<file path="config.mk">
export PLATFORM = sky130hd
export DESIGN_NAME = dispatch_unit
export DESIGN_NICKNAME = d
export VERILOG_FILES = /design/src/design/npu_pkg.sv /design/src/design/dispatch_unit.sv
export SDC_FILE = /design/constraint.sdc
export NUM_CORES = 1
export LEC_CHECK = 0
export BUFFER_PORTS_ARGS = -buffer_cell sky130_fd_sc_hd__buf_2
export CORE_MARGIN = 8
export CORE_UTILIZATION = 43
export CTS_BUF_LIST = sky130_fd_sc_hd__clkbuf_4 sky130_fd_sc_hd__clkbuf_8 sky130_fd_sc_hd__clkbuf_16
export DETAILED_ROUTE_END_ITERATION = 16
export GPL_TIMING_DRIVEN = 0
export HOLD_SLACK_MARGIN = 0.1
export PLACE_DENSITY = 0.83
export SYNTH_ARGS = -nofsm -noshare
export SYNTH_HDL_FRONTEND = slang
export SYNTH_SLANG_ARGS = --single-unit
</file>
<file path="constraint.sdc">
create_clock -name CLOCK_50 -period 3.9 [get_ports CLOCK_50]
set_clock_uncertainty 0.2 [all_clocks]
set_input_delay 0.585 -clock CLOCK_50 [delete_from_list [all_inputs] [get_ports CLOCK_50]]
set_output_delay 0.585 -clock CLOCK_50 [all_outputs]
set_load 0.03 [all_outputs]
</file>
<file path="src/design/npu_pkg.sv">
package npu_pkg;

    // --------------------
    // sizes
    // --------------------
    localparam int data_width      = 16;
    localparam int num_banks       = 8;
    localparam int bank_depth      = 1024;
    localparam int bank_addr_width = 10;
    localparam int bank_sel_width  = 3;

    localparam int inst_width      = 128;
    localparam int inst_depth      = 512;
    localparam int inst_addr_width = 9;

    // row and column counts, 0 to 16
    localparam int dim_width       = 5;

    // --------------------
    // instruction word
    // --------------------
    localparam int opcode_width  = 4;
    localparam int opcode_lsb    = 124;
    localparam int src1_bank_lsb = 112;
    localparam int src1_off_lsb  = 96;
    localparam int src2_bank_lsb = 80;
    localparam int src2_off_lsb  = 64;
    localparam int dest_bank_lsb = 48;
    localparam int dest_off_lsb  = 32;
    localparam int rows_lsb      = 8;
    localparam int cols_lsb      = 0;

    // only add is executed, the rest are recognised and dropped
    localparam logic [opcode_width-1:0] op_add  = 4'd1;
    localparam logic [opcode_width-1:0] op_conv = 4'd7;
    localparam logic [opcode_width-1:0] op_pool = 4'd8;
    localparam logic [opcode_width-1:0] op_relu = 4'd10;

    // one matrix location
    typedef struct packed {
        logic [bank_sel_width-1:0]  bank;
        logic [bank_addr_width-1:0] offset;
    } operand_t;

    // decoded add instruction
    typedef struct packed {
        operand_t               src1;
        operand_t               src2;
        operand_t               dest;
        logic [dim_width-1:0]   rows;
        logic [dim_width-1:0]   cols;
    } matrix_desc_t;

    // single scratch access
    typedef struct packed {
        logic                       valid;
        logic                       write;
        logic [bank_sel_width-1:0]  bank;
        logic [bank_addr_width-1:0] offset;
        logic [data_width-1:0]      wdata;
    } mem_req_t;

endpackage
</file>
<file path="src/design/dispatch_unit.sv">
module dispatch_unit import npu_pkg::*; (
    input  logic                  CLOCK_50,
    input  logic                  reset,
    input  logic                  fetch_valid,
    input  logic [inst_width-1:0] fetch_inst,
    input  logic                  engine_busy,
    output logic                  dispatch_hold,
    output logic                  start,
    output matrix_desc_t          desc,
    output logic                  pending
);

    logic [inst_width-1:0]   word_q;
    logic                    word_valid;
    logic [opcode_width-1:0] opcode;
    logic                    load_desc;
    matrix_desc_t            decoded;

    always_ff @(posedge CLOCK_50) begin
        if (fetch_valid) begin
            word_q <= fetch_inst;
        end
    end

    // --------------------
    // decode
    // --------------------
    assign opcode = word_q[opcode_lsb +: opcode_width];

    always_comb begin
        decoded.src1.bank   = word_q[src1_bank_lsb +: bank_sel_width];
        decoded.src1.offset = word_q[src1_off_lsb +: bank_addr_width];
        decoded.src2.bank   = word_q[src2_bank_lsb +: bank_sel_width];
        decoded.src2.offset = word_q[src2_off_lsb +: bank_addr_width];
        decoded.dest.bank   = word_q[dest_bank_lsb +: bank_sel_width];
        decoded.dest.offset = word_q[dest_off_lsb +: bank_addr_width];
        decoded.rows        = word_q[rows_lsb +: dim_width];
        decoded.cols        = word_q[cols_lsb +: dim_width];
    end

    always_comb begin
        case (opcode)
            op_add:                   load_desc = word_valid;
            // no execution unit for these
            op_conv, op_pool, op_relu: load_desc = 1'b0;
            default:                  load_desc = 1'b0;
        endcase
    end

    // --------------------
    // hold and issue
    // --------------------
    always_ff @(posedge CLOCK_50) begin
        if (reset) begin
            word_valid <= 1'b0;
            pending    <= 1'b0;
        end else begin
            word_valid <= fetch_valid;
            if (load_desc) begin
                pending <= 1'b1;
            end else if (start) begin
                pending <= 1'b0;
            end
        end
    end

    always_ff @(posedge CLOCK_50) begin
        if (load_desc) begin
            desc <= decoded;
        end
    end

    assign start         = pending && !engine_busy;
    assign dispatch_hold = word_valid || pending;

endmodule

</file>
# Word level (Yosys, flattened, before mapping)
# Cells that the tools add are included.
# word_totals
register_bits,179
in_bits,132
# classes
eq_ne,1
n_mux,3
n_reduce_logical,4
# op_table
op,count
"== test 4 x 1 -> 1 bit, second input constant",1
two-way mux 1 bit,3
nonzero test 2 bit,1
logical AND 1 bit,1
logical NOT 1 bit,1
logical OR 1 bit,1

# Depth between registers and ports, before layout
# logic_depth
ltp_word,4
ltp_mapped,2
depth_no_buf,2

# Worst setup path before layout
# OpenSTA, ideal clock, no wires.
# synth_path
path_type,flip-flop to flip-flop
startpoint,reg word_q[125]
endpoint,reg desc[0] in the netlist's numbering (enable)
setup_ps,456
arrival_ps,2807
path_slack_ps,437
stages_incl_launch_ff,3
n_path_buf,0
period_less_slack_ps,3463
path_cell_list,edfxtp_1 or3b_1 nor2_1
# synth_via
elab_chain_cells,2
# synth_lines
element,line_no,rtl
start: declaration,dispatch_unit.sv:13,logic [inst_width-1:0] word_q;
start signal: assignment,dispatch_unit.sv:21,word_q <= fetch_inst;
== test 4 x 1 -> 1 bit,dispatch_unit.sv:42,case (opcode)
two-way mux 1 bit,dispatch_unit.sv:42,
via load_desc,dispatch_unit.sv:16,logic load_desc;
end signal: assignment,dispatch_unit.sv:69,desc <= decoded;
end: declaration,dispatch_unit.sv:9,"output matrix_desc_t desc,"
# The timed path passes the listed nets, and every way through them passes these cells.
# A chain may end at the register's enable or synchronous reset.

# Worst setup path in the final report
# layout_path
startpoint,reg word_q[125]
endpoint,reg desc[26] in the netlist's numbering (enable)
# Same word-level chain as after synthesis.

==> out/qor.csv <==
metric;value;unit
post-synth top area share;96.9;%
total global routing overflow;0;
vias post-DR;1470;
Syn-to-layout area delta;28.1;%
Reg2Reg Setup Slack;1850;ps
CTS tree;built;
Avg Inst Size Synth;28.2;µm²
remaining max-slew budget at the tightest pin;21.2;%
Floorplan Core Area;7180;µm²
xor/xnor share of the synthesized area;0;%
CTS hold repair buffers;0;
post-CTS setup buffer count;0;
dominant combinational cell family by area after synthesis;simple AND/OR/NAND/NOR gates;
critical path buffer and inverter count;1;
CP Launch Type;flip-flop;
number of antenna repair diodes;0;
Worst R2R End;desc[26]$_DFFE_PP_;
basic-gate share of the synthesized area counting and, or, nand and nor cells;1.43;%
number of violations of the max-capacitance limit;0;
count of mapped cells out of synthesis;112;
crit-path max cell delay;470;ps
largest net degree at the start of global routing;55;
length in cells of the worst reg-to-reg path;3;
final cell count without fillers;335;
Setup Viol. Count Final;0;
net count reported at finish;364;
met1 wire length;2.20;mm
Power per Cell Area;498;nW/µm²
start point of the worst min-delay path;fetch_inst[11];
quantity of I/O buffers inserted on ports;108;
post-synth net total;244;
number of search-and-repair iterations in the first detailed-routing pass;4;
buffer type at the clock tree root;clkbuf_8;
deepest clock path buffer count;2;
Site Rows;31;
CTS buffer count;9;
Critical Setup Path Class;flip-flop to flip-flop;
top post-synthesis cells by area;edfxtp_1 (97%), dfxtp_1 (1.3%), nor2b_1 (0.40%), o31ai_2 (0.40%), or3b_1 (0.28%);
Met3 Wirelength;706;µm
total count of max-transition violations in the final report;0;
post-synthesis sequential area ratio;98.2;%
critical path arrival;1910;ps
share of the clock period used by the worst path after layout;52.6;%
post-placement worst setup slack;1770;ps
adder-cell share of the synthesized area;0;%
RSZ-0062 raised after global routing;no;
width of the die;102;µm
worst hold-check path type;input pin to flip-flop;
termination of the worst setup path;desc[26]$_DFFE_PP_;
standby leakage power;1.53;nW
die area;10300;µm²
Worst setup EP type;flip-flop;
Highest Signal Layer;met4;
vias in the first global route;1527;
Initial Util;44.0;%
Ys Warns;0;
initial antenna violation count;0;
Overall Power;2.02;mW
number of placed instances with taps included;320;
DRC violation count after routing;0;
Boundary Pins;184;
number of design-rule violations left by the first detailed-router iteration;55;
top cell family by delay on the critical path;simple AND/OR/NAND/NOR gates;
antenna-violating nets left;0;
synthesized-area fraction occupied by ao, oa, aoi and oai cells;0.396;%
CP max-delay cell;nor2_4;
H-tree level count;3;
wire length on met2;2.52;mm
Routability Congestion;0.692;
gr usage total;10.9;%
VDD IR-drop max;0.167;mV
PnR worst setup slack;1850;ps
Core Util, Final;56.4;%
launch instance of the worst register-to-register path;word_q[125]$_DFFE_PP_;
first-pass GRT wire length;8.08;mm
number of cells on the critical path;3;
post-synth top area cell;edfxtp_1;
WP data required;3750;ps
Slew @ Worst Pin;1180;ps
Critical Path Fanout Max;32;
die height;102;µm
post-cts resize count;0;
source of the critical timing path;word_q[125]$_DFFE_PP_;
Unique masters post-synth;9;
Layout fillers;537;
final critical-path required period;2050;ps
clock sinks;104;
share of layout cells above drive strength 1;53.8;%
Cell Area, Synth;3160;µm²
Total Routed Length;5.50;mm
crit path cell chain;or3b_1 > nor2_4 > buf_12;
number of synthesized register bits;104;
status;finished, final reports clean;
highest attainable clock frequency;0.487;GHz
average routed wire per standard cell;16.4;µm
mux share of post-synthesis cell area;0;%
vias per std cell;4.39;
CTS clock-pin slew for the worst setup and hold paths;90;ps
clock network latency to the later pin of the worst-skew pair;350;ps
final hold violations;0;
-- worst min path at each step --
stage	end	slack [ps]	cells after the start
final	word_q[11]$_DFFE_PP_	200	1
after global routing	word_q[11]$_DFFE_PP_	170	1
after CTS	word_q[41]$_DFFE_PP_	180	1
after detailed placement	desc[39]$_DFFE_PP_	200	0
after global placement	desc[32]$_DFFE_PP_	200	0
after floorplan	desc[0]$_DFFE_PP_	200	0
-- per-stage QoR --
| stage | area, µm² | TNS, ps | hold slack (ps) |
|---|---|---|---|
| floorplan | 3160 | 0 | 200 |
| global placement | 3820 | -20370 | 200 |
| detailed placement | 3850 | 0 | 205 |
| CTS | 4050 | 0 | 182 |
| global route | 4050 | 0 | 167 |
| finish | 4050 | 0 | 203 |
-- logic make-up after synthesis --
family          count (synthesis)
compound gates                  1
flops                         104
simple gates                    7
-- where the power goes --
group | switching, mW | total (mW) | internal, mW
registers | 0.0131 | 1.30 | 1.29
clock network | 0.340 | 0.647 | 0.307
logic | 0.0422 | 0.0691 | 0.0269
-- routing by layer --
metal  up-vias  global-route usage, %
met5         -                      0
met4         0                   5.15
met3         6                   5.91
met2        86                   16.5
met1       692                   12.4
li1        686                      -
-- synthesized netlist by cell type, drive strengths merged --
cell / n
edfxtp: 102
dfxtp: 2
nor2b: 2
nand2b: 1
nand3b: 1
nor2: 1
o31ai: 1
or2: 1
or3b: 1
-- flip-flops by register name, summed over array words and instances, names as in the netlist --
signal / count
word_valid: 1
word_q: 53
desc: 49
pending: 1
-- cells in the final DEF (no fill, tap or decap) --
cell,instances
edfxtp_1,102
clkbuf_8,9
inv_8,1
dfxtp_1,2
inv_6,1
o31ai_2,1
or2_2,1
nand2b_1,1
clkinvlp_4,2
or3b_1,1
buf_12,1
bufinv_16,1
nor2_4,1
nor2b_1,2
buf_2,108
clkbuf_4,1
nand3b_1,1
-- cell type report --
type / instances / area (µm²) / area share [%]
tap: 99 / 124 / 3.06
timing repair buffer: 109 / 561 / 13.8
sequential: 104 / 3100 / 76.6
multi-input combinational: 8 / 65.1 / 1.61
clock inverter: 5 / 65.1 / 1.61
clock buffer: 10 / 131 / 3.24
No activity file was read; power rests on OpenSTA's default activity.
