==> config.mk <==
export PLATFORM = sky130hd
export DESIGN_NAME = matrix_add_engine
export DESIGN_NICKNAME = d
export VERILOG_FILES = /design/src/design/npu_pkg.sv /design/src/design/matrix_add_engine.sv
export SDC_FILE = /design/constraint.sdc
export NUM_CORES = 1
export LEC_CHECK = 0
export BUFFER_PORTS_ARGS = -buffer_cell sky130_fd_sc_hd__buf_2
export CAP_MARGIN = 20
export CORE_ASPECT_RATIO = 0.8
export CORE_MARGIN = 5
export CORE_UTILIZATION = 61
export DETAILED_ROUTE_END_ITERATION = 16
export MAX_ROUTING_LAYER = met4
export PLACE_DENSITY = 0.85
export SLEW_MARGIN = 20
export SYNTH_ARGS = -nofsm -noshare
export SYNTH_HDL_FRONTEND = slang
export SYNTH_SLANG_ARGS = --single-unit
==> constraint.sdc <==
create_clock -name CLOCK_50 -period 9.4 [get_ports CLOCK_50]
set_clock_uncertainty 0.1 [all_clocks]
set_input_delay 1.88 -clock CLOCK_50 [delete_from_list [all_inputs] [get_ports CLOCK_50]]
set_output_delay 1.88 -clock CLOCK_50 [all_outputs]
set_load 0.03 [all_outputs]
==> src/design/npu_pkg.sv <==
package npu_pkg;

    // --------------------
    // sizes
    // --------------------
    localparam int data_width      = 16;
    localparam int num_banks       = 8;
    localparam int bank_depth      = 1024;
    localparam int bank_addr_width = 10;
    localparam int bank_sel_width  = 3;

    localparam int inst_width      = 128;
    localparam int inst_depth      = 512;
    localparam int inst_addr_width = 9;

    // row and column counts, 0 to 16
    localparam int dim_width       = 5;

    // --------------------
    // instruction word
    // --------------------
    localparam int opcode_width  = 4;
    localparam int opcode_lsb    = 124;
    localparam int src1_bank_lsb = 112;
    localparam int src1_off_lsb  = 96;
    localparam int src2_bank_lsb = 80;
    localparam int src2_off_lsb  = 64;
    localparam int dest_bank_lsb = 48;
    localparam int dest_off_lsb  = 32;
    localparam int rows_lsb      = 8;
    localparam int cols_lsb      = 0;

    // only add is executed, the rest are recognised and dropped
    localparam logic [opcode_width-1:0] op_add  = 4'd1;
    localparam logic [opcode_width-1:0] op_conv = 4'd7;
    localparam logic [opcode_width-1:0] op_pool = 4'd8;
    localparam logic [opcode_width-1:0] op_relu = 4'd10;

    // one matrix location
    typedef struct packed {
        logic [bank_sel_width-1:0]  bank;
        logic [bank_addr_width-1:0] offset;
    } operand_t;

    // decoded add instruction
    typedef struct packed {
        operand_t               src1;
        operand_t               src2;
        operand_t               dest;
        logic [dim_width-1:0]   rows;
        logic [dim_width-1:0]   cols;
    } matrix_desc_t;

    // single scratch access
    typedef struct packed {
        logic                       valid;
        logic                       write;
        logic [bank_sel_width-1:0]  bank;
        logic [bank_addr_width-1:0] offset;
        logic [data_width-1:0]      wdata;
    } mem_req_t;

endpackage
==> src/design/matrix_add_engine.sv <==
module matrix_add_engine import npu_pkg::*; (
    input  logic                  CLOCK_50,
    input  logic                  reset,
    input  logic                  start,
    input  matrix_desc_t          desc,
    input  logic [data_width-1:0] mem_rdata,
    output mem_req_t              engine_req,
    output logic                  busy,
    output logic                  done
);

    typedef enum logic [2:0] {
        s_idle,
        s_rd1,
        s_rd2,
        s_wr,
        s_done
    } state_t;

    state_t                     state;
    matrix_desc_t               desc_q;
    logic [dim_width-1:0]       row_cnt;
    logic [dim_width-1:0]       col_cnt;
    logic [data_width-1:0]      src1_q;
    logic [bank_addr_width-1:0] elem_idx;
    logic                       last_col;
    logic                       last_elem;

    // row-major position, wraps with the offset add
    assign elem_idx  = row_cnt * desc_q.cols + col_cnt;
    assign last_col  = (col_cnt == desc_q.cols - dim_width'(1));
    assign last_elem = last_col && (row_cnt == desc_q.rows - dim_width'(1));

    // --------------------
    // element FSM
    // --------------------
    always_ff @(posedge CLOCK_50) begin
        if (reset) begin
            state   <= s_idle;
            row_cnt <= '0;
            col_cnt <= '0;
        end else begin
            case (state)
                s_idle: begin
                    row_cnt <= '0;
                    col_cnt <= '0;
                    if (start) begin
                        // empty matrix goes straight to done
                        if (desc.rows == '0 || desc.cols == '0) begin
                            state <= s_done;
                        end else begin
                            state <= s_rd1;
                        end
                    end
                end
                s_rd1: state <= s_rd2;
                s_rd2: state <= s_wr;
                s_wr: begin
                    if (last_elem) begin
                        state <= s_done;
                    end else begin
                        state <= s_rd1;
                        if (last_col) begin
                            col_cnt <= '0;
                            row_cnt <= row_cnt + 1'b1;
                        end else begin
                            col_cnt <= col_cnt + 1'b1;
                        end
                    end
                end
                default: state <= s_idle;
            endcase
        end
    end

    always_ff @(posedge CLOCK_50) begin
        if (state == s_idle && start) begin
            desc_q <= desc;
        end
        // src1 data arrives while src2 is being requested
        if (state == s_rd2) begin
            src1_q <= mem_rdata;
        end
    end

    always_comb begin
        engine_req = '0;
        case (state)
            s_rd1: begin
                engine_req.valid  = 1'b1;
                engine_req.bank   = desc_q.src1.bank;
                engine_req.offset = desc_q.src1.offset + elem_idx;
            end
            s_rd2: begin
                engine_req.valid  = 1'b1;
                engine_req.bank   = desc_q.src2.bank;
                engine_req.offset = desc_q.src2.offset + elem_idx;
            end
            s_wr: begin
                engine_req.valid  = 1'b1;
                engine_req.write  = 1'b1;
                engine_req.bank   = desc_q.dest.bank;
                engine_req.offset = desc_q.dest.offset + elem_idx;
                engine_req.wdata  = src1_q + mem_rdata;
            end
            default: engine_req = '0;
        endcase
    end

    assign busy = (state != s_idle);
    assign done = (state == s_done);

endmodule

* After elaboration in Yosys (flattened, before gate mapping)
Index checks and enable logic that the tools add are counted.
** Word-level totals
- Register bits after elaboration :: 78
- Output and inout bits :: 33
- Word-level logic and storage cells :: 56
** Operators by class
- Add/subtract/negate cells :: 9
- Multipliers :: 1
- Equality and inequality tests :: 9
- Muxes and demuxes :: 14
- Reductions and logical operators :: 11
** Operators by type and width (count)
- case mux 13 bit (3 select lines) :: 1
- adder 10 bit :: 3
- 2-to-1 mux 5 bit :: 4
- case mux 5 bit (2 select lines) :: 2
- adder 16 bit :: 1
- 2-to-1 mux 16 bit :: 1
- case mux 3 bit (4 select lines) :: 1
- adder 10 x 5 -> 10 bit :: 1
- adder 5 x 1 -> 5 bit, second input constant :: 2
- == test 5 bit :: 2
- zero test 5 bit :: 2
- multiplier 5 x 5 -> 10 bit :: 1
- subtractor 5 x 1 -> 5 bit, second input constant :: 2
- 2-to-1 mux 3 bit :: 3
- == test 3 x 2 -> 1 bit, second input constant :: 2
- inequality test 2 bit, second input constant :: 3
- == test 3 x 1 -> 1 bit, second input constant :: 1
- == test 3 bit, second input constant :: 1
- zero test 3 bit :: 1
- AND reduction 3 bit :: 1
- nonzero test 3 bit :: 1
- OR reduction 3 bit :: 1
- logical AND 1 bit :: 2
- 2-to-1 mux 1 bit :: 2
- other kinds (3) :: 3

* Longest topological paths before layout
- Depth in word-level cells :: 5
- Depth in mapped cells :: 20
- Gate-level depth less buffers :: 19

* Worst setup path before layout
No wires, ideal clock.
- Path type :: register to output
- Start :: register desc_q[3] in the netlist's numbering
- End :: output engine_req[25] in the netlist's numbering
- Arrival :: 4.305 ns
- Data required time :: 7.420 ns
- Path slack :: 3.115 ns
- Cell stages (with the launch flop) :: 18
- Buffers on the path :: 0
- Cell sequence :: edfxtp_1 -> and2_2 -> fa_1 -> inv_1 -> fa_1 -> fa_1 -> inv_1 -> ha_1 -> nand3_1 -> o211ai_1 -> nor2_1 -> xnor2_1 -> ha_1 -> a21o_1 -> a21oi_1 -> o21ai_0 -> xnor2_1 -> nor2_1
** RTL lines
- start: declaration :: RTL line matrix_add_engine.sv:21 : matrix_desc_t desc_q;
- start signal: assignment :: RTL line matrix_add_engine.sv:78 : desc_q <= desc;
- end: declaration :: RTL line matrix_add_engine.sv:7 : output mem_req_t engine_req,

==> insert_results.sql <==
INSERT INTO impl_metrics (metric_group, metric, value, unit) VALUES
('clock_tree', 'cts_post_setup_buffers_inserted', '0', ''),
('logic_synthesis', 'synth-seq-area-share', '41.7', '%'),
('worst_setup_path', 'cp_slowest_stage_delay', '550', 'ps'),
('sta', 'final_min_period_over_clock_period', '73.5', '%'),
('routing', 'drtAntennaViolNets', '0', ''),
('logic_synthesis', 'mapped_cells', '499', ''),
('logic_synthesis', 'synth-async-reset-ratio', '0', '%'),
('logic_synthesis', 'synth_area_leaders', 'sky130_fd_sc_hd__edfxtp_1, sky130_fd_sc_hd__ha_1, sky130_fd_sc_hd__fa_1', ''),
('layout', 'area_growth', '15.1', '%'),
('logic_synthesis', 'dominantRegCellSynth', 'sky130_fd_sc_hd__edfxtp_1', ''),
('floorplanning', 'io_pins', '101', ''),
('floorplanning', 'design.core.area', '8480', 'um^2'),
('sta', 'setup-tns-final', '0', 'ps'),
('logic_synthesis', 'yosysMostFrequentCell', 'sky130_fd_sc_hd__edfxtp_1', ''),
('clock_tree', 'tritoncts_clock_tree', 'built', ''),
('clock_tree', 'ctsResizeCount', '0', ''),
('global_routing', 'wire_length_of_the_first_global_routing_pass', '19700', 'um'),
('global_routing', 'grt_overflow_total', '0', ''),
('run', 'timing.max_cap.violations', '0', ''),
('sta', 'final_hold_violating_endpoints', '0', ''),
('layout', 'multi_input_area', '2900', 'um^2'),
('worst_setup_path', 'regToRegStartpoint', 'state[0]$_SDFFE_PP0P_', ''),
('clock_tree', 'cts.htree.levels', '3', ''),
('routing', 'postRouteWirelength', '12100', 'um'),
('logic_synthesis', 'synth_common_cells', 'sky130_fd_sc_hd__edfxtp_1, sky130_fd_sc_hd__ha_1, sky130_fd_sc_hd__nor2_1', ''),
('status', 'run_status', 'finished, final reports clean', ''),
('clock_tree', 'max-clock-path-buffers', '2', ''),
('worst_hold_path', 'holdCritStartpoint', 'col_cnt[3]$_SDFFE_PP0P_', ''),
('floorplanning', 'die_x', '114', 'um'),
('layout', 'post_layout_nets', '727', ''),
('sta', 'worst_hold_margin', '461', 'ps'),
('logic_synthesis', 'synth_largest_area_cell', 'sky130_fd_sc_hd__edfxtp_1', ''),
('routing', 'detail_route.wl_per_cell', '16.9', 'um'),
('layout', 'area.sequential', '2210', 'um^2'),
('worst_setup_path', 'cpMostUsedCell', 'sky130_fd_sc_hd__fa_1', ''),
('routing', 'drt_drc_violations_left', '0', ''),
('logic_synthesis', 'muxShareOfSynthArea', '3.42', '%'),
('routing', 'drt-initial-drc-count', '209', ''),
('worst_setup_path', 'worstSetupStartpointType', 'flop', ''),
('floorplanning', 'initial_core_util', '62.6', '%'),
('routing', 'firstDrtPassIters', '5', ''),
('global_routing', 'track_usage', '24.0', '%'),
('layout', 'antenna_cells', '0', ''),
('clock_tree', 'cts.reportedPaths.clkPinSlew', '80', 'ps'),
('power', 'leakage', '0.00267', 'uW'),
('floorplanning', 'die-area', '10700', 'um^2'),
('logic_synthesis', 'synthesis.area', '5310', 'um^2'),
('floorplanning', 'fp.dieH', '93.4', 'um'),
('global_routing', 'grt_antenna_before_repair', '0', ''),
('sta', 'grt_setup_unrepaired', 'no', ''),
('floorplanning', 'placement_rows', '30', ''),
('placed_design', 'routabilityCongestion', '0.899', ''),
('placed_design', 'port_buffers', '100', ''),
('layout', 'drive_above_1_share', '22.4', '%'),
('sta', 'setup_ws', '2490', 'ps'),
('clock_tree', 'total_cts_buffers', '9', ''),
('logic_synthesis', 'post_synth_edffs', '65', ''),
('worst_setup_path', 'timing.critical_path.slowest_stage_cell', 'sky130_fd_sc_hd__fa_1', ''),
('logic_synthesis', 'synth_seq_cells', '78', ''),
('sta', 'setup_viol', '0', ''),
('logic_synthesis', 'compound_gate_fraction_of_synth_area', '13.0', '%'),
('worst_setup_path', 'startpoint', 'row_cnt[0]$_SDFFE_PP0P_', ''),
('sta', 'timing.final.max_slew_violations', '0', ''),
('clock_tree', 'clock_latency_of_the_later_clocked_register_in_the_worst_skew_pair', '340', 'ps'),
('sta', 'clock.fmax', '0.145', 'GHz'),
('worst_setup_path', 'timing_worst_setup_path_type', 'flop to output pin', ''),
('logic_synthesis', 'post_synthesis_net_count', '629', ''),
('sta', 'timing.slew.headroom', '29.1', '%'),
('global_routing', 'first_global_vias', '4230', ''),
('logic_synthesis', 'synth-simple-area-share', '15.0', '%'),
('power', 'irDropWorstVdd', '0.114', 'mV');
[worst register-to-register path: stages, from the launching register on]
cell and delay, ps:
sky130_fd_sc_hd__dfxtp_1 940, sky130_fd_sc_hd__nand2_1 560, sky130_fd_sc_hd__nand2_1 350, sky130_fd_sc_hd__nand2_2 170
sky130_fd_sc_hd__or4_1 520, sky130_fd_sc_hd__a21oi_1 170
[metal layers]
| metal | routed length, um | up-vias | global-route usage [%] |
|---|---|---|---|
| li1 | - | 1988 | - |
| met1 | 5220 | 1954 | 30.9 |
| met5 | 0 | - | - |
| met3 | 778 | 20 | 4.20 |
| met4 | 214 | 0 | 7.12 |
| met2 | 5840 | 145 | 39.1 |
[worst paths after layout]
kind / to / cells past startpoint / slack [ps]
hold / removal: col_cnt[3]$_SDFFE_PP0P_ / 2 / 460
setup reg to reg: row_cnt[4]$_SDFFE_PP0P_ / 5 / 6520
setup / recovery: engine_req[24] / 16 / 2490
hold reg to reg: col_cnt[3]$_SDFFE_PP0P_ / 2 / 460
[final cells by class]
| class | instances | share of cell area (%) |
|---|---|---|
| inverter | 35 | 2.15 |
| tap | 112 | 2.29 |
| sequential | 78 | 36.2 |
| multi-input combinational | 372 | 47.4 |
| clock buffer | 10 | 2.09 |
| timing repair buffer | 101 | 8.31 |
| clock inverter | 6 | 1.56 |
[layout by cell type (no fill, tap or decap), types with 10 or more instances in the layout]
master                     count
sky130_fd_sc_hd__dfxtp_1      13
sky130_fd_sc_hd__xor2_1       10
sky130_fd_sc_hd__and2_1       18
sky130_fd_sc_hd__ha_1         46
sky130_fd_sc_hd__mux2i_1      17
sky130_fd_sc_hd__xnor2_1      22
sky130_fd_sc_hd__o21ai_0      26
sky130_fd_sc_hd__inv_1        34
sky130_fd_sc_hd__nor2_1       41
sky130_fd_sc_hd__buf_2       100
sky130_fd_sc_hd__fa_1         16
sky130_fd_sc_hd__edfxtp_1     65
sky130_fd_sc_hd__nand2_1      32
sky130_fd_sc_hd__nor3_1       12
sky130_fd_sc_hd__a21oi_1      27
[through the flow]
step | utilization, % | area (um^2) | total power [uW]
2_1_floorplan | - | 5310 | 700
3_3_place_gp | 69.4 | 5890 | 781
3_5_place_dp | 69.4 | 5890 | 794
4_1_cts | 72.0 | 6110 | 1080
5_1_grt | 72.0 | 6110 | 1130
6_report | 72.0 | 6110 | 1080
[flip-flops by register name (all words and copies together), names as in the netlist]
signal / count
col_cnt: 5
desc_q: 49
row_cnt: 5
src1_q: 16
state: 3
[cell families after synthesis]
group           count (synthesis)
compound gates                105
xor+xnor                       35
fa+ha+maj                      62
buf+inv                        49
flops                          78
mux                            18
simple gates                  152
[where the power goes]
part / internal [uW] / switching, uW / total [uW]
registers: 420 / 28.7 / 449
logic: 127 / 215 / 342
clock network: 152 / 135 / 287
(Power assumes the default switching activity.)
