$ cat config.mk
export PLATFORM = sky130hd
export DESIGN_NAME = fetch_unit
export DESIGN_NICKNAME = d
export VERILOG_FILES = /design/src/design/npu_pkg.sv /design/src/design/fetch_unit.sv
export SDC_FILE = /design/constraint.sdc
export NUM_CORES = 1
export LEC_CHECK = 0
export BUFFER_PORTS_ARGS = -buffer_cell sky130_fd_sc_hd__buf_4
export CAP_MARGIN = 20
export CORE_AREA = 2 2 104 106
export DETAILED_ROUTE_END_ITERATION = 10
export DIE_AREA = 0 0 106 108
export PLACE_DENSITY_LB_ADDON = 0.08
export SYNTH_ARGS = -nofsm -noshare
export SYNTH_HDL_FRONTEND = slang
export SYNTH_SLANG_ARGS = --single-unit
$ cat constraint.sdc
create_clock -name CLOCK_50 -period 2.09 [get_ports CLOCK_50]
set_input_delay 0.418 -clock CLOCK_50 [delete_from_list [all_inputs] [get_ports CLOCK_50]]
set_output_delay 0.418 -clock CLOCK_50 [all_outputs]
set_load 0.02 [all_outputs]
$ cat src/design/npu_pkg.sv
package npu_pkg;

    // --------------------
    // sizes
    // --------------------
    localparam int data_width      = 16;
    localparam int num_banks       = 8;
    localparam int bank_depth      = 1024;
    localparam int bank_addr_width = 10;
    localparam int bank_sel_width  = 3;

    localparam int inst_width      = 128;
    localparam int inst_depth      = 512;
    localparam int inst_addr_width = 9;

    // row and column counts, 0 to 16
    localparam int dim_width       = 5;

    // --------------------
    // instruction word
    // --------------------
    localparam int opcode_width  = 4;
    localparam int opcode_lsb    = 124;
    localparam int src1_bank_lsb = 112;
    localparam int src1_off_lsb  = 96;
    localparam int src2_bank_lsb = 80;
    localparam int src2_off_lsb  = 64;
    localparam int dest_bank_lsb = 48;
    localparam int dest_off_lsb  = 32;
    localparam int rows_lsb      = 8;
    localparam int cols_lsb      = 0;

    // only add is executed, the rest are recognised and dropped
    localparam logic [opcode_width-1:0] op_add  = 4'd1;
    localparam logic [opcode_width-1:0] op_conv = 4'd7;
    localparam logic [opcode_width-1:0] op_pool = 4'd8;
    localparam logic [opcode_width-1:0] op_relu = 4'd10;

    // one matrix location
    typedef struct packed {
        logic [bank_sel_width-1:0]  bank;
        logic [bank_addr_width-1:0] offset;
    } operand_t;

    // decoded add instruction
    typedef struct packed {
        operand_t               src1;
        operand_t               src2;
        operand_t               dest;
        logic [dim_width-1:0]   rows;
        logic [dim_width-1:0]   cols;
    } matrix_desc_t;

    // single scratch access
    typedef struct packed {
        logic                       valid;
        logic                       write;
        logic [bank_sel_width-1:0]  bank;
        logic [bank_addr_width-1:0] offset;
        logic [data_width-1:0]      wdata;
    } mem_req_t;

endpackage
$ cat src/design/fetch_unit.sv
module fetch_unit import npu_pkg::*; (
    input  logic                       CLOCK_50,
    input  logic                       reset,
    input  logic [inst_width-1:0]      fetch_word,
    input  logic                       dispatch_hold,
    input  logic                       engine_busy,
    output logic [inst_addr_width-1:0] fetch_addr,
    output logic                       fetch_valid,
    output logic [inst_width-1:0]      fetch_inst,
    output logic                       npu_idle
);

    logic [inst_addr_width-1:0] pc;
    logic                       eval_phase;
    logic                       parked;
    logic                       word_nonzero;

    assign word_nonzero = |fetch_word;

    // address phase presents pc, evaluate phase looks at the word
    always_ff @(posedge CLOCK_50) begin
        if (reset) begin
            pc         <= '0;
            eval_phase <= 1'b0;
            parked     <= 1'b0;
        end else if (!eval_phase) begin
            eval_phase <= 1'b1;
        end else if (!word_nonzero) begin
            // zero word, keep pc and read it again
            parked     <= 1'b1;
            eval_phase <= 1'b0;
        end else begin
            parked <= 1'b0;
            // under back-pressure stay here with the same pc
            if (!dispatch_hold) begin
                pc         <= pc + 1'b1;
                eval_phase <= 1'b0;
            end
        end
    end

    assign fetch_addr  = pc;
    assign fetch_inst  = fetch_word;
    assign fetch_valid = eval_phase && word_nonzero && !dispatch_hold;

    // a word that is about to leave fetch already counts as work
    assign npu_idle = parked
                   && !(eval_phase && word_nonzero)
                   && !dispatch_hold
                   && !engine_busy;

endmodule

Yosys cells after proc, flatten, opt, wreduce, memory -nomap -nowiden
Cells that the tools add are included.

Reductions and logical operators: 10. Multiplexer cells: 4. Bitwise operators: 1. $lt $le $gt $ge: 0. Shift operators: 0. $add $sub $neg: 1. Equal/unequal tests: 0. Multiply operators: 0. Div/mod/pow operators: 0.

Operator list (number): $reduce_or A128 Y1 (1); $add A9 B1 Y9 const B (1); $logic_and A1 B1 Y1 (5); $mux W1 (4); $logic_not A1 Y1 (3); $reduce_and A3 Y1 (1); $not A1 Y1 (1).

RAM bits: 0. Bits in registers: 11. Memories: 0. ROM bits: 0. Logic and storage cells: 19. Bits of input ports: 132. Bits in latches: 0. Output and inout port bits: 139.

Depth between registers and ports, before layout
Gate-level depths: netlist of the first run.

Word-level depth: 6. Mapped depth: 6.

Least setup slack after synthesis of the first run
No wires, ideal clock.

Path type: input to output. Start: input fetch_word[70]. End: output npu_idle. Required time: 1672 ps. Slack: -73 ps. Stages: 5. Arrival: 1745 ps. Cell sequence: nor4_1 > nand4_1 > nor4_4 > nand2_1 > a21oi_1.

Longest elaborated chain between the ends: 6.

RTL lines: from (decl) (line fetch_unit.sv:4) `input logic [inst_width-1:0] fetch_word,`; $reduce_or A128 Y1 (line fetch_unit.sv:18) `assign word_nonzero = |fetch_word;`; $logic_and A1 B1 Y1 (line fetch_unit.sv:48) `&& !(eval_phase && word_nonzero)`; $logic_not A1 Y1 (line fetch_unit.sv:48); $logic_and A1 B1 Y1 (line fetch_unit.sv:48); $logic_and A1 B1 Y1 (line fetch_unit.sv:49) `&& !dispatch_hold`; $logic_and A1 B1 Y1 (line fetch_unit.sv:50) `&& !engine_busy;`; to (decl) (line fetch_unit.sv:10) `output logic npu_idle`.

No other way between the ends.

Worst setup path after layout of the first run
Start: input fetch_word[67]. End: output npu_idle.

The elaborated chain is that of the path after synthesis.

==> metrics.txt, run 1 <==
worst hold margin 0.453 ns; filler cell count in the final layout ~1100; antenna viol nets, final 0; non-filler instance count after layout ~560; Worst IR Drop VDD about 180 uV; Detailed Routing Iterations Pass 1 4; P_leak ~0.0018 uW; vias in the first global route roughly 2200; sequential cell area fraction in the yosys report 12.3%; count leader, synth buf_4; pwr dens around 320 nW/um2; Root Buffer clkbuf_8; r2r setup slk between 0.5 and 0.6 ns; worst endpoint required time ~1.7 ns; initial antenna violation count 0; total of max-cap violations 0; Reg2Reg Launch Point eval_phase; hold endpoint eval_phase; Initial Util roughly 18%; CP max stage delay ~0.34 ns; cells after synthesis between 200 and 250; pin count of the biggest net entering global routing 15; RSZ-0062 raised after global routing true; top post-synthesis cells by count 128 x buf_4, 31 x nor4_1, 11 x dfxtp_1, 10 x nand4_1, 8 x nor2_1; Top cell by count, worst path nor4_4; DRC violations left 0; Worst-Margin Slew approximately 0.43 ns; Max Buffers Root-to-Sink 2; Clock Pin Slew Worst Setup and Hold Paths 0.05 ns; DR WL/cell between 10 and 15 um; post-detailed-route via-to-cell ratio just under 4; width of the die about 110 um; hold depth 3; status finished, violations left; Via Count 2180; critical path arrival ~1.8 ns; Antenna Cells 0; failing checks setup timing; # hold bufs at CTS 0; most used flip-flop cell after synthesis dfxtp_1; CP startpoint kind input pin; final WL 7.72 mm; ys async rst share 0%; Detail Placement HPWL 7.03 mm; Yosys reg bits 11; EDFF count, synth 0; kind of critical path input pin to primary output; GRT overflow 0; core region area about 10000 um2; I/O Buffers between 200 and 300; final worst slack -0.0975 ns; Ports between 200 and 300; final setup vio count 2; Placed Cells approximately 550; Worst-Skew Late Latency 0.24 ns; first-pass GRT wire length 11.0 mm; WP buf/inv 2; Fmax 457 MHz; YS warnings 0; Net Count, Synth between 300 and 400; Hold Crit Class input pin to register; r2r endpoint fetch_addr[6]; PnR Total Power roughly 1200 uW; H-tree depth 1; CTS tree yes; Synth Cell Area 1790 um2; Final #Nets between 500 and 600; Yosys cell types 29; GP Congestion approximately 0.77; Inserted Clock Buffers 3; Iter 0 DRT Violations 45; top cell type's share of synthesized area 53.6%; synthesized area per cell about 8 um2; critical-path maximum fanout 2; CP endpoint kind primary output; layout cell share with drive strength beyond 1 about 83%; largest cells by area after synthesis buf_4 54%, dfxtp_1 12%, nor4_1 11%; All-Layer GR Usage roughly 12%; crit path cell chain buf_4, nor4_4, nand4_1, nor4_4, nand2_1, a21oi_2, buf_6; dominant cell type by area after synthesis buf_4; hold path start dispatch_hold; Layout area overhead 105%; period utilization 105%; delay-heaviest family, CP simple AND/OR/NAND/NOR gates; final hold vios 0; Die ar. between 10000 and 15000 um2; # clock sinks 11; DP Area around 3400 um2; minimum clock period between 2 and 2.5 ns; Die Ht between 100 and 150 um; Slew Limit Headroom between 70% and 80%; Worst Reg2Reg Path Length in Cells 4; Max Transition Viols Final 0; CP max-delay cell nor4_4; Rows 37; Post-Layout Inst Area ~3700 um2; Layout Skew around 0.0054 ns
[worst max path at each step]
stage              startpoint           to  cells after the start
2_1_floorplan  fetch_word[70]     npu_idle                      5
3_5_place_dp   fetch_word[35]  fetch_valid                      7
6_report       fetch_word[67]     npu_idle                      7
5_1_grt        fetch_word[38]     npu_idle                      7
4_1_cts        fetch_word[36]     npu_idle                      7
3_3_place_gp   fetch_word[35]  fetch_valid                      7
[worst register-to-register path, cell delays in order (launching register included)]
cell and delay (ns):
dfxtp_1 0.40, nand2b_1 0.18, a2111oi_4 0.51, a21oi_1 0.13, a31o_2 0.22
[final cells by class]
cell class,count,area (um2),area share [%]
multi-input combinational,87,806,21.9
inverter,4,15.0,0.408
tap,136,170,4.62
timing repair buffer,319,2420,65.9
sequential,11,220,5.98
clock buffer,4,45.0,1.22
[cells in the final DEF, fill, tap and decap left out, types with 3 or more instances in the layout]
| master | Yosys | final |
|---|---|---|
| buf_6 | 0 | 6 |
| inv_1 | 4 | 4 |
| a21oi_1 | 6 | 5 |
| nand4_1 | 10 | 10 |
| nor4_2 | 1 | 11 |
| nand2_1 | 4 | 4 |
| nor4_4 | 2 | 10 |
| dfxtp_1 | 11 | 11 |
| nor2_1 | 8 | 8 |
| nand2b_1 | 3 | 3 |
| nor4_1 | 31 | 13 |
| clkbuf_8 | 0 | 3 |
| buf_4 | 128 | 312 |
[stage by stage]
step | worst slack [ns] | util [%] | TNS [ns]
final | -0.0975 | 36.0 | -0.182
after global routing | -0.233 | 36.0 | -0.428
after CTS | -0.164 | 35.0 | -0.291
after detailed placement | -0.422 | 32.9 | -3.49
after global placement | -0.465 | 32.9 | -3.99
after floorplan | 0.0220 | - | 0
[power by group]
group,total [uW],leakage (uW),internal (uW),switching (uW)
clock network,216,0.0000228,134,81.8
registers,218,0.0000891,214,4.68
logic,742,0.00172,394,348
total,1180,0.00183,742,434
[sequential cells by signal, summed over array words and instances (netlist names)]
| register | flops |
|---|---|
| fetch_addr | 9 |
| eval_phase | 1 |
| parked | 1 |
[metal layers]
metal | vias up | global-route usage, % | part of all wire, %
li1 | 1074 | - | -
met1 | 944 | 11.7 | 32
met2 | 156 | 24.9 | 55
met3 | 6 | 4.28 | 12
met4 | 0 | 2.26 | 1.1
met5 | - | 0 | 0
[cell families (layout without fill, tap and decap cells)]
| logic type | Yosys count | in the layout | synth area share (%) |
|---|---|---|---|
| multiplexers | 3 | 3 | 1.81 |
| XOR/XNOR | 2 | 2 | 0.976 |
| adder cells (fa/ha/maj) | 1 | 1 | 0.697 |
| buffers and inverters | 133 | 327 | 54.6 |
| AND/OR/NAND/NOR | 67 | 67 | 23.6 |
| AO/OA/AOI/OAI | 14 | 14 | 6.00 |
| flip-flops | 11 | 11 | 12.3 |
[what timing repair did]
| item | 4_1_cts | 5_1_grt |
|---|---|---|
| pin swaps | 12 | 5 |
| gates resized for setup | 24 | 13 |
| endpoints found under the setup margin | 8 | 5 |
| buffers inserted | 2 | 2 |
(Power assumes the default switching activity.)
==> run 2, diff against run 1 <==
==> constraint.sdc (replaced) <==
create_clock -name CLOCK_50 -period 2.09 [get_ports CLOCK_50]
set_input_delay 0.418 -clock CLOCK_50 [delete_from_list [all_inputs] [get_ports CLOCK_50]]
set_output_delay 0.418 -clock CLOCK_50 [all_outputs]
set_load 0.01 [all_outputs]
==> run 2 against run 1 <==
  * The flow still finishes with violations (setup timing)
  * Via count increased by 0.50%
  * Cell area grew 1.9%
  * Flip-flop and latch count unchanged
  * Combinational power is 13% lower
  * Total power is 8.1% lower
  * Cell count is 0.71% lower
  * Critical path type unchanged
  * Largest power group unchanged
==> metrics.txt, run 2 (same netlist as run 1, synthesis figures left out) <==
status finished, violations left; failing checks setup timing; total of max-cap violations 0; post-detailed-route via-to-cell ratio between 3 and 4; pwr dens about 290 nW/um2; minimum clock period 2.25 ns; vias in the first global route roughly 2200; Hold Crit Class input pin to register; Root Buffer clkbuf_8; crit path cell chain buf_4, nor4_2, nand4_1, nor4_4, nand2_1, a21oi_2, buf_4; Detailed Routing Iterations Pass 1 4; Slew Limit Headroom between 70% and 80%; Ports between 200 and 300; worst hold margin between 0.4 and 0.5 ns; critical path arrival 1.83 ns; CP startpoint kind input pin; kind of critical path input pin to primary output; pin count of the biggest net entering global routing 15; final hold vios 0; Layout area overhead 109%; Initial Util roughly 18%; first-pass GRT wire length about 11 mm; GRT overflow 0; r2r setup slk 0.52 ns; worst endpoint required time around 1.7 ns; CP max stage delay around 0.36 ns; GP Congestion 0.767; PnR Total Power between 1000 and 1500 uW; Clock power frac between 20% and 30%; Die ar. approximately 11000 um2; initial antenna violation count 1; CTS tree yes; Worst-Skew Late Latency approximately 0.24 ns; combinational share of power between 50 and 60%; DRC violations left 0; core region area about 10000 um2; P_leak roughly 0.0018 uW; RSZ-0062 raised after global routing true; GRT busiest layer met2; # hold bufs at CTS 0; most common cell after layout, fill and taps aside buf_4; switch share between 30 and 40%; Pint ~740 uW; Top cell by count, worst path buf_4; final WL between 8 and 9 mm; Reg power frac between 20% and 30%; layout cell share with drive strength beyond 1 a little over four fifths; Final #Nets between 500 and 600; Via Count between 2000 and 2500; # clock sinks 11; Max Transition Viols Final 0; Die Ht approximately 110 um; Fmax between 400 and 500 MHz; CP endpoint kind primary output; Iter 0 DRT Violations 68; All-Layer GR Usage 12.6%; period utilization 108%; final worst slack -0.159 ns; non-filler instance count after layout approximately 560; Inserted Clock Buffers 3; Psw roughly 350 uW; Detail Placement HPWL 6.98 mm; grt met2 use about a quarter; CP max-delay cell nor4_4; width of the die ~110 um; Placed Cells 548; critical-path maximum fanout 2; Clock Pin Slew Worst Setup and Hold Paths ~0.05 ns; I/O Buffers 270; antenna viol nets, final 0; GR Util met1 around an eighth; DR WL/cell 14.5 um; Worst-Margin Slew 0.443 ns; Max Buffers Root-to-Sink 2; H-tree depth 1; final setup vio count 2; Worst IR Drop VDD about 150 uV; M3 GR Usage 2.95%; pre-CTS setup slack -0.599 ns; Layout Skew approximately 0.0036 ns; Rows 37; max FFs per register 9; most frequent cells in the layout 304 x buf_4, 14 x nor4_4, 12 x nor4_2, 11 x dfxtp_1, 10 x nand4_1
run 2: stage by stage:
stage               TNS (ns)  util, %  cell area [um2]
CTS                   -0.345     35.8             3670
global placement       -5.82     32.5             3330
floorplan                  0        -             1790
finish                -0.245     36.7             3750
detailed placement     -5.18     32.5             3330
global route          -0.747     36.7             3750
run 2: timing repair:
item / CTS / global route
gates resized for setup: 42 / 14
pin swaps: 15 / 4
endpoints found under the hold margin: 0 / 0
setup endpoints to repair: 11 / 10
buffers inserted: 5 / 0
run 2: worst max-delay path: cells and delay by family:
kind	cells	cell delay, ns
compound gates	1	0.17
simple gates	4	0.98
buf+inv	2	0.26
run 2: path summary, 6_finish.rpt:
path                        from             to  cells after the start
hold / removal     dispatch_hold     eval_phase                      3
hold reg to reg           parked         parked                      2
setup / recovery  fetch_word[67]       npu_idle                      7
setup reg to reg      eval_phase  fetch_addr[6]                      4
run 2: routing by layer:
layer | wire, um | share of wire, % | vias up
met5 | 0 | 0 | -
li1 | - | - | 1064
met2 | 4540 | 56 | 146
met3 | 806 | 10 | 5
met1 | 2650 | 33 | 976
met4 | 62 | 0.77 | 0
run 2: power by group through the flow:
stage | Sequential [uW] | Clock, uW | Combinational (uW)
floorplan | 223 | 0 | 279
global placement | 222 | 0 | 589
detailed placement | 222 | 0 | 587
CTS | 218 | 220 | 641
global route | 219 | 241 | 686
finish | 218 | 220 | 644
run 2: layout make-up:
type | count | area [um2]
fill | 1087 | 6480
inverter | 4 | 15.0
clock buffer | 4 | 45.0
tap | 136 | 170
antenna | 1 | 2.50
timing repair buffer | 314 | 2400
multi-input combinational | 87 | 901
sequential | 11 | 220
